**config.mk**
```make
export PLATFORM = sky130hd
export DESIGN_NAME = spiSlaveTop
export DESIGN_NICKNAME = d
export VERILOG_FILES = /design/src/verilog/spiSlavePkg.sv /design/src/verilog/spiSampler.sv /design/src/verilog/spiBitCounter.sv /design/src/verilog/spiSequenceFsm.sv /design/src/verilog/spiHeaderRegs.sv /design/src/verilog/spiMisoShifter.sv /design/src/verilog/spiSlaveTop.sv
export SDC_FILE = /design/constraint.sdc
export NUM_CORES = 1
export LEC_CHECK = 0
export BUFFER_PORTS_ARGS = -buffer_cell sky130_fd_sc_hd__buf_4
export CAP_MARGIN = 10
export CORE_MARGIN = 2
export CORE_UTILIZATION = 55
export DETAILED_ROUTE_END_ITERATION = 10
export GPL_TIMING_DRIVEN = 0
export PLACE_DENSITY = 0.79
export SYNTH_ARGS = -nofsm -noshare
export SYNTH_HDL_FRONTEND = slang
export SYNTH_SLANG_ARGS = --single-unit
```
**constraint.sdc**
```tcl
create_clock -name iSysClk -period 5.6 [get_ports iSysClk]
set_clock_uncertainty 0.05 [all_clocks]
set_input_delay 0.84 -clock iSysClk [delete_from_list [all_inputs] [get_ports iSysClk]]
set_output_delay 0.84 -clock iSysClk [all_outputs]
set_load 0.05 [all_outputs]
```
**src/verilog/spiSlavePkg.sv**
```systemverilog
// SPI slave shared definitions
// Sequence states, command codes and header field positions

package spiSlavePkg;

	//------------------------------
	// Receive sequence
	//------------------------------
	// Header is two words, then data words until chip select rises
	typedef enum logic [1:0] {
		SeqAdrsGet = 2'd0,
		SeqCmdGet  = 2'd1,
		SeqDataGet = 2'd2
	} seqState_e;

	// Command codes carried in the second header word
	typedef enum logic [1:0] {
		CmdCsrRead  = 2'd0,
		CmdCsrWrite = 2'd1,
		CmdRamRead  = 2'd2,
		CmdRamWrite = 2'd3
	} spiCmd_e;

	//------------------------------
	// Widths
	//------------------------------
	localparam int WordBits  = 32;
	// Counts 0..31 falling edges per word
	localparam int CntWidth  = 5;
	// Pin synchronizer length
	localparam int SyncDepth = 3;

	// Second header word layout: cmd, length, dummy byte
	localparam int CmdMsb    = 25;
	localparam int CmdLsb    = 24;
	localparam int LenMsb    = 23;
	localparam int LenLsb    = 8;

	// Output widths
	localparam int AdrsWidth = 32;
	localparam int LenWidth  = 16;

endpackage

```
**src/verilog/spiSampler.sv**
```systemverilog
// SPI pin sampler
// Synchronizes SCK, MOSI and chip select to the system clock,
// finds SCK edges and collects MOSI bits into the receive word

`timescale 1ns/1ps

module spiSampler (
	input  logic                               iSysClk,
	input  logic                               rstN,
	input  logic                               spiSck,
	input  logic                               spiMosi,
	input  logic                               spiCsN,
	output logic                               sckRise,
	output logic                               sckFall,
	output logic                               csIdle,
	output logic [spiSlavePkg::WordBits-1:0]   rxWord
);

	// Stage 0 is the newest sample
	logic [spiSlavePkg::SyncDepth-1:0] sckSync;
	logic [spiSlavePkg::SyncDepth-1:0] mosiSync;
	logic [spiSlavePkg::SyncDepth-1:0] csSync;

	//------------------------------
	// Synchronizers
	//------------------------------
	// Chip select idles high, SCK idles low in mode 0
	always_ff @(posedge iSysClk or negedge rstN)
	begin
		if (!rstN)
		begin
			sckSync <= '0;
			csSync  <= '1;
		end
		else
		begin
			sckSync <= {sckSync[spiSlavePkg::SyncDepth-2:0], spiSck};
			csSync  <= {csSync[spiSlavePkg::SyncDepth-2:0], spiCsN};
		end
	end

	// MOSI synchronizer
	always_ff @(posedge iSysClk)
	begin
		mosiSync <= {mosiSync[spiSlavePkg::SyncDepth-2:0], spiMosi};
	end

	//------------------------------
	// Edge detect
	//------------------------------
	// Pattern 011 is a rise, 100 a fall
	assign sckRise = !sckSync[2] && sckSync[1] && sckSync[0];
	assign sckFall = sckSync[2] && !sckSync[1] && !sckSync[0];

	// Oldest stage is the settled chip select
	assign csIdle  = csSync[spiSlavePkg::SyncDepth-1];

	// Receive word shifts in MSB first
	// MOSI taken from the stage where SCK just went high
	always_ff @(posedge iSysClk)
	begin
		if (sckRise)
			rxWord <= {rxWord[spiSlavePkg::WordBits-2:0], mosiSync[1]};
	end

	// Edges come from one vector and can never coincide
	edgeExclusive: assert property (@(posedge iSysClk) disable iff (!rstN)
		!(sckRise && sckFall));

endmodule

```
**src/verilog/spiBitCounter.sv**
```systemverilog
// SPI bit counter
// Counts SCK falling edges within a 32-bit word and flags the last one

`timescale 1ns/1ps

module spiBitCounter (
	input  logic iSysClk,
	input  logic rstN,
	input  logic sckFall,
	input  logic csIdle,
	output logic wordEnd
);

	// Last bit index of a word
	localparam logic [spiSlavePkg::CntWidth-1:0] LastBit =
		spiSlavePkg::CntWidth'(spiSlavePkg::WordBits - 1);

	logic [spiSlavePkg::CntWidth-1:0] bitCnt;

	// Falling edge count, wraps at 31
	always_ff @(posedge iSysClk or negedge rstN)
	begin
		if (!rstN)
			bitCnt <= '0;
		else if (csIdle)
			// Deselect drops any partial word
			bitCnt <= '0;
		else if (sckFall)
			bitCnt <= bitCnt + 1'b1;
	end

	// Pulse on the fall that completes bit 32
	assign wordEnd = sckFall && (bitCnt == LastBit);

endmodule

```
**src/verilog/spiSequenceFsm.sv**
```systemverilog
// SPI receive sequence FSM
// Walks address word, command word, then data words, and
// decodes the load and data strobes from state and word end

`timescale 1ns/1ps

module spiSequenceFsm (
	input  logic                   iSysClk,
	input  logic                   rstN,
	input  logic                   wordEnd,
	input  logic                   csIdle,
	output spiSlavePkg::seqState_e state,
	output logic                   adrsLoad,
	output logic                   hdrLoad,
	output logic                   dataWord
);

	spiSlavePkg::seqState_e stateNext;

	//------------------------------
	// Next state
	//------------------------------
	always_comb
	begin
		stateNext = state;
		if (csIdle)
			stateNext = spiSlavePkg::SeqAdrsGet;
		else if (wordEnd)
		begin
			case (state)
				spiSlavePkg::SeqAdrsGet: stateNext = spiSlavePkg::SeqCmdGet;
				spiSlavePkg::SeqCmdGet:  stateNext = spiSlavePkg::SeqDataGet;
				// Data phase runs until deselect
				default:                 stateNext = spiSlavePkg::SeqDataGet;
			endcase
		end
	end

	always_ff @(posedge iSysClk or negedge rstN)
	begin
		if (!rstN)
			state <= spiSlavePkg::SeqAdrsGet;
		else
			state <= stateNext;
	end

	//------------------------------
	// Strobes
	//------------------------------
	// One per completed word, chosen by phase
	assign adrsLoad = wordEnd && (state == spiSlavePkg::SeqAdrsGet);
	assign hdrLoad  = wordEnd && (state == spiSlavePkg::SeqCmdGet);
	assign dataWord = wordEnd && (state == spiSlavePkg::SeqDataGet);

	// Encoding 3 is never reached
	stateLegal: assert property (@(posedge iSysClk) disable iff (!rstN)
		state inside {spiSlavePkg::SeqAdrsGet, spiSlavePkg::SeqCmdGet,
			spiSlavePkg::SeqDataGet});

endmodule

```
**src/verilog/spiHeaderRegs.sv**
```systemverilog
// SPI header and data registers
// Captures address, command and length from the header words,
// presents each data word with a one-cycle valid and steps the address

`timescale 1ns/1ps

module spiHeaderRegs (
	input  logic                                iSysClk,
	input  logic                                rstN,
	input  logic                                adrsLoad,
	input  logic                                hdrLoad,
	input  logic                                dataWord,
	input  logic [spiSlavePkg::WordBits-1:0]    rxWord,
	output logic [spiSlavePkg::WordBits-1:0]    rdWord,
	output logic [spiSlavePkg::AdrsWidth-1:0]   adrs,
	output spiSlavePkg::spiCmd_e                cmd,
	output logic [spiSlavePkg::LenWidth-1:0]    dataLen,
	output logic                                rdValid
);

	//------------------------------
	// Header fields
	//------------------------------
	// Address from word 1, bumped once per delivered data word
	always_ff @(posedge iSysClk or negedge rstN)
	begin
		if (!rstN)
			adrs <= '0;
		else if (adrsLoad)
			adrs <= rxWord;
		else if (rdValid)
			// Step after the word has been seen with its address
			adrs <= adrs + 1'b1;
	end

	// Command and length from word 2, low byte is dummy
	always_ff @(posedge iSysClk or negedge rstN)
	begin
		if (!rstN)
		begin
			cmd     <= spiSlavePkg::CmdCsrRead;
			dataLen <= '0;
		end
		else if (hdrLoad)
		begin
			cmd     <= spiSlavePkg::spiCmd_e'(rxWord[spiSlavePkg::CmdMsb:spiSlavePkg::CmdLsb]);
			dataLen <= rxWord[spiSlavePkg::LenMsb:spiSlavePkg::LenLsb];
		end
	end

	//------------------------------
	// Data words
	//------------------------------
	always_ff @(posedge iSysClk or negedge rstN)
	begin
		if (!rstN)
			rdValid <= 1'b0;
		else
			rdValid <= dataWord;
	end

	// Word held until the next one arrives
	always_ff @(posedge iSysClk)
	begin
		if (dataWord)
			rdWord <= rxWord;
	end

	// FSM decodes one phase per word end
	strobeOneHot: assert property (@(posedge iSysClk) disable iff (!rstN)
		$onehot0({adrsLoad, hdrLoad, dataWord}));

endmodule

```
**src/verilog/spiMisoShifter.sv**
```systemverilog
// SPI MISO shifter
// Loads the transmit word and sends it MSB first, one bit per SCK fall

`timescale 1ns/1ps

module spiMisoShifter (
	input  logic                              iSysClk,
	input  logic                              rstN,
	input  spiSlavePkg::seqState_e            state,
	input  logic                              wordEnd,
	input  logic                              sckFall,
	input  logic [spiSlavePkg::WordBits-1:0]  txWord,
	output logic                              spiMiso
);

	logic [spiSlavePkg::WordBits-1:0] txShift;

	// Idle line is high
	always_ff @(posedge iSysClk or negedge rstN)
	begin
		if (!rstN)
			txShift <= '1;
		else if (state != spiSlavePkg::SeqDataGet)
			// Track txWord during the header
			txShift <= txWord;
		else if (wordEnd)
			// Fresh word for the next data phase
			txShift <= txWord;
		else if (sckFall)
			// Next bit after master sampled on the rise
			txShift <= {txShift[spiSlavePkg::WordBits-2:0], 1'b1};
	end

	assign spiMiso = txShift[spiSlavePkg::WordBits-1];

endmodule

```
**src/verilog/spiSlaveTop.sv**
```systemverilog
// SPI slave top level for mode 0
// Receives an 8-byte header and 32-bit data words, drives MISO for reads

`timescale 1ns/1ps

module spiSlaveTop (
	input  logic                                iSysClk,
	input  logic                                rstN,
	// SPI pins
	input  logic                                spiSck,
	input  logic                                spiMosi,
	input  logic                                spiCsN,
	output logic                                spiMiso,
	// Inside
	input  logic [spiSlavePkg::WordBits-1:0]    txWord,
	output logic [spiSlavePkg::WordBits-1:0]    rdWord,
	output logic [spiSlavePkg::AdrsWidth-1:0]   adrs,
	output spiSlavePkg::spiCmd_e                cmd,
	output logic [spiSlavePkg::LenWidth-1:0]    dataLen,
	output logic                                rdValid
);

	logic                             sckRise;
	logic                             sckFall;
	logic                             csIdle;
	logic [spiSlavePkg::WordBits-1:0] rxWord;
	logic                             wordEnd;
	spiSlavePkg::seqState_e           state;
	logic                             adrsLoad;
	logic                             hdrLoad;
	logic                             dataWord;

	//------------------------------
	// Pin side
	//------------------------------
	spiSampler u_spiSampler (
		.iSysClk (iSysClk),
		.rstN    (rstN),
		.spiSck  (spiSck),
		.spiMosi (spiMosi),
		.spiCsN  (spiCsN),
		.sckRise (sckRise),
		.sckFall (sckFall),
		.csIdle  (csIdle),
		.rxWord  (rxWord)
	);

	spiBitCounter u_spiBitCounter (
		.iSysClk (iSysClk),
		.rstN    (rstN),
		.sckFall (sckFall),
		.csIdle  (csIdle),
		.wordEnd (wordEnd)
	);

	//------------------------------
	// Sequence and registers
	//------------------------------
	spiSequenceFsm u_spiSequenceFsm (
		.iSysClk  (iSysClk),
		.rstN     (rstN),
		.wordEnd  (wordEnd),
		.csIdle   (csIdle),
		.state    (state),
		.adrsLoad (adrsLoad),
		.hdrLoad  (hdrLoad),
		.dataWord (dataWord)
	);

	spiHeaderRegs u_spiHeaderRegs (
		.iSysClk  (iSysClk),
		.rstN     (rstN),
		.adrsLoad (adrsLoad),
		.hdrLoad  (hdrLoad),
		.dataWord (dataWord),
		.rxWord   (rxWord),
		.rdWord   (rdWord),
		.adrs     (adrs),
		.cmd      (cmd),
		.dataLen  (dataLen),
		.rdValid  (rdValid)
	);

	// Read data back to the master
	spiMisoShifter u_spiMisoShifter (
		.iSysClk (iSysClk),
		.rstN    (rstN),
		.state   (state),
		.wordEnd (wordEnd),
		.sckFall (sckFall),
		.txWord  (txWord),
		.spiMiso (spiMiso)
	);

endmodule

```
# Word-level counts from Yosys, hierarchy flattened
# Cells that the tools add are included.
word_totals:
  reg_bits: 162
  elab_cells: 44
op_classes:
  add_sub_neg: 2
  eq_ne: 4
  n_mux: 10
  reduce_logical: 16
op_table:
  columns: ["op", "n"]
  rows:
  - ["32-bit 2-to-1 mux", 5]
  - ["32-bit by 1-bit adder with 32-bit output, second input constant", 1]
  - ["5-bit 2-to-1 mux", 2]
  - ["1-bit logical AND", 8]
  - ["2-bit 2-to-1 mux", 3]
  - ["2-bit nonzero test", 3]
  - ["5-bit by 1-bit adder with 5-bit output, second input constant", 1]
  - ["5-bit == test, second input constant", 1]
  - ["1-bit logical NOT", 3]
  - ["3-bit nonzero test", 1]
  - ["2-bit by 1-bit == test with 1-bit output, second input constant", 1]
  - ["2-bit == test, second input constant", 1]
  - ["2-bit logical NOT", 1]
  - ["2-bit inequality test, second input constant", 1]

# Depth between registers and ports, before layout
depth:
  depth_word: 6
  depth_mapped: 9
  mapped_depth_nobuf: 7

# Hierarchy
# A second synthesis with hierarchy kept.
hier_totals:
  hier_cells: 461
  hier_area_um2: 6821.5
modules_own_cells:
  columns: ["mod", "instances", "cells_each", "area_each_um2", "seq_area_each_um2"]
  rows:
  - ["spiHeaderRegs", 1, 281, 3497.1, 2237.1]
  - ["spiMisoShifter", 1, 105, 1751.7, 840.8]
  - ["spiSampler", 1, 42, 1176.1, 1154.9]
  - ["spiBitCounter", 1, 23, 285.3, 125.1]
  - ["spiSequenceFsm", 1, 10, 111.4, 50.0]

# Worst setup path after synthesis
# Ideal clock, no wire load.
synth_path:
  path_type: "flip-flop to flip-flop"
  start: "reg u_spiBitCounter.bitCnt[0] (netlist bit)"
  end: "reg u_spiHeaderRegs.rdWord[0] (netlist bit), enable pin"
  arrival_time_ns: 2.331
  t_required_ns: 5.128
  setup_slack_ns: 2.797
  path_stages_with_launch: 6
  path_buffers: 0
  period_less_slack_ns: 2.803
  cell_sequence: "dfrtp_1 -> ha_1 -> and3_1 -> ha_1 -> nand2_1 -> nor2_1"
synth_between:
  elab_chain_len: 3
synth_rtl:
  columns: ["item", "line_no", "source"]
  rows:
  - ["start: declaration", "spiBitCounter.sv:18", "logic [spiSlavePkg::CntWidth-1:0] bitCnt;"]
  - ["start signal: assignment", "spiBitCounter.sv:29", "bitCnt <= bitCnt + 1'b1;"]
  - ["5-bit == test", "spiBitCounter.sv:33", "assign wordEnd = sckFall && (bitCnt == LastBit);"]
  - ["1-bit logical AND", "spiBitCounter.sv:33", null]
  - ["1-bit logical AND", "spiSequenceFsm.sv:53", "assign dataWord = wordEnd && (state == spiSlavePkg::SeqDataGet);"]
  - ["named net dataWord", "spiSlaveTop.sv:31", "logic dataWord;"]
  - ["end signal: assignment", "spiHeaderRegs.sv:66", "rdWord <= rxWord;"]
  - ["end: declaration", "spiHeaderRegs.sv:14", "output logic [spiSlavePkg::WordBits-1:0] rdWord,"]
# The timed path passes the listed nets, and every way through them passes these cells.
# A chain may end at the register's enable or synchronous reset.

# Worst setup path after layout
layout_path:
  start: "reg u_spiBitCounter.bitCnt[0] (netlist bit)"
  end: "reg u_spiHeaderRegs.dataLen[12] (netlist bit)"
layout_between:
  elab_chain_len: 3
layout_rtl:
  columns: ["item", "line_no", "source"]
  rows:
  - ["5-bit == test", "spiBitCounter.sv:33", null]
  - ["1-bit logical AND", "spiBitCounter.sv:33", null]
  - ["1-bit logical AND", "spiSequenceFsm.sv:52", "assign hdrLoad = wordEnd && (state == spiSlavePkg::SeqCmdGet);"]
  - ["end signal: assignment", "spiHeaderRegs.sv:47", "dataLen <= rxWord[spiSlavePkg::LenMsb:spiSlavePkg::LenLsb];"]
  - ["end: declaration", "spiHeaderRegs.sv:17", "output logic [spiSlavePkg::LenWidth-1:0] dataLen,"]
# No other way between the ends.

==> metrics <==
# rows 39; setup violators final 0; GPL Wtd Cong approximately 0.85; first-pass GRT wire length 20900 um; Synth Area in Adders 0.582%; largest family of logic cells by synthesized area simple AND/OR/NAND/NOR gates; Ys Warns 0; Inserted Clock Buffers 17; number of setup buffers added after CTS 0; wire length per cell roughly 17 um; Distinct cells, synth 35; setup ws final 3.03 ns; RSZ-0062 raised after global routing no; Reg2Reg Launch Point u_spiBitCounter.bitCnt[0]; clk buf depth 2; H-tree levels 4; post-CTS sizing 0; Die Area about 0.013 mm^2; synthesized area 0.00645 mm^2; met3 wire length 792 um; Die W 112 um; synthesis-stage register bit count 162; Sink Count 162; dpl cells 740; Max-Cap Viols 0; initial antenna violation count 0; Syn Nets roughly 520; Slew headroom ~33%; core area 0.0114 mm^2; Detailed Routing Iterations Pass 1 4; crit path max fanout 10; ant diodes 0; largest net degree at the start of global routing slightly below 100; Post-DRT Antenna Nets 0; Post-CTS Hold Buffers 0; Starting Density 56.5%; I/O pins 121; WL final 12900 um; simple-gate share of the synthesized area 11.1%; post-placement setup slack 3.00 ns; vias in the first global route 4213; clk slew on worst S/H paths 0.06 ns; status finished clean; Post-Synth XOR/XNOR Area 4.62%; Leakage between 0.003 and 0.004 uW; initial DRC count 238; worst hold start u_spiSampler.mosiSync[0]; CTS Root Cell clkbuf_16; Vias 4202; max-slew violation count 0; TritonCTS clock tree built; Detailed Place HPWL 8540 um; Residual DRC 0; HP Class reg -> reg; worst slew pin tran 0.998 ns; Synth Area in Compound Gates 5.28%; top sig layer met4; # nets final 657; Worst Setup Path Type reg -> reg; Die Height 112 um; mux contribution to synthesized area 8.42%; total gr overflow 0; FMAX 389 MHz; PwrDens 302 mW/mm^2; Mapped Avg Cell Area approximately 14 um^2; final hold viol count 0; area delta synth->final 26.4%; Final Non-Filler Cells a little under 800; Worst Path Arrival 2.82 ns; Worst setup EP type flop; Metal-1 WL 5490 um; Seq/Total Area, Yosys 68.3%; CP startpoint u_spiBitCounter.bitCnt[0]; Worst EP required 5.85 ns; final worst path period need 2.57 ns; final period utilization a little under half; final instance area 0.00815 mm^2; setup TNS 0 ns; Worst IR Drop VDD 0.219 mV; port bufs 120; latest clock arrival within the worst-skew pair 0.42 ns; DP Area approximately 0.0075 mm^2; Synth Instances ~480; wire length on met2 6410 um; share of cells above drive strength 1 35.6%; vias per cell 5.44; Worst setup SP type flop; GRT Resource Usage Total a little over a fifth
## path summary, 6_finish.rpt
check | end | slack, ns | cells past startpoint
setup / recovery | u_spiHeaderRegs.dataLen[12] | 3.03 | 8
hold / removal | u_spiSampler.mosiSync[1] | 0.29 | 0
setup reg to reg | u_spiHeaderRegs.dataLen[12] | 3.03 | 8
hold reg to reg | u_spiSampler.mosiSync[1] | 0.29 | 0
max in group asynchronous | u_spiMisoShifter.txShift[23] | 4.40 | 2
min in group asynchronous | u_spiHeaderRegs.adrs[29] | 0.38 | 1
## layer usage
metal / global-route usage [%] / vias to the layer above
li1: - / 1980
met1: 27.9 / 2074
met2: 34.4 / 127
met3: 6.21 / 21
met4: 8.70 / 0
met5: 0 / -
## cell usage after synthesis (all sizes together)
cell type  instances  area, um^2
nor2              77         289
a21oi             65         325
edfxtp            64        1920
dfrtp             61        1530
dfstp             35         920
mux2i             34         340
mux2              18         203
xnor2             17         149
xor2              17         149
clkbuf            14        62.6
nand4             14         130
nand2             13        48.8
nand3              9        45.0
and3               7        43.8
buf                7        43.8
nor3               5        35.0
nor4               4        55.1
and4               3        26.3
ha                 3        37.5
dfxtp              2        40.0
a31oi              1        6.26
and2               1        6.26
nand2b             1        6.26
nor3b              1        7.51
o22a               1        8.76
or2                1        6.26
or3                1        6.26
or4                1        11.3
## state kept, by name (all words and copies together) (netlist names), 3 cells and up
signal                    flops
u_spiSampler.rxWord          32
u_spiMisoShifter.txShift     32
u_spiSampler.sckSync          3
u_spiHeaderRegs.dataLen      16
u_spiSampler.csSync           3
u_spiBitCounter.bitCnt        5
u_spiHeaderRegs.adrs         32
u_spiHeaderRegs.rdWord       32
## cell usage in the layout, fill, tap and decap left out, types with 4 or more instances in the layout
master       n
clkbuf_1    15
a21oi_1     65
dfstp_2     35
xor2_1      17
nand2_1     13
nand3_1      9
nor2_1      75
clkbuf_8     4
clkinv_2     5
clkbuf_16   17
and3_1       7
buf_4      121
mux2_2      18
buf_2        5
dfrtp_1     61
nand4_1     10
edfxtp_1    64
mux2i_1     34
xnor2_1     17
## kinds of logic after synthesis
logic type / count (synthesis)
muxes: 52
buffers and inverters: 21
and+or+nand+nor: 138
AOI/OAI and AO/OA: 67
adders and majority gates: 3
DFF: 162
xor gates and xnor gates: 34
## through the flow
stage / total power [uW] / util, % / hold slack (ns)
6_report: 2470 / 71.4 / 0.290
5_1_grt: 2550 / 71.4 / 0.294
4_1_cts: 2490 / 71.2 / 0.294
3_5_place_dp: 1360 / 66.1 / 0.265
3_3_place_gp: 1350 / 65.9 / 0.262
2_1_floorplan: 1310 / - / 0.260
## where the power goes
group | internal, uW | leakage [uW] | switching, uW
combinational | 28.2 | 0.00141 | 30.5
sequential | 1260 | 0.00181 | 13.8
clock | 687 | 0.000282 | 442
total | 1980 | 0.00350 | 486
## cell type report
class                           count  area [um^2]
Tap cell                          143          179
Timing Repair Buffer              121          928
Sequential cell                   162         4410
Buffer                             21          106
Clock inverter                     10          108
Fill cell                         788         3260
Multi-Input combinational cell    294         1950
Clock buffer                       22          474
## worst max-delay path, stage by stage, from the launching register on
cell and delay [ns]:
dfrtp_1 0.40, ha_1 0.22, and3_1 0.18, ha_1 0.21
nand2_1 0.16, nor2_1 0.07, nand2_1 0.41, buf_2 0.37
mux2_2 0.38
No activity file was read; power rests on OpenSTA's default activity.
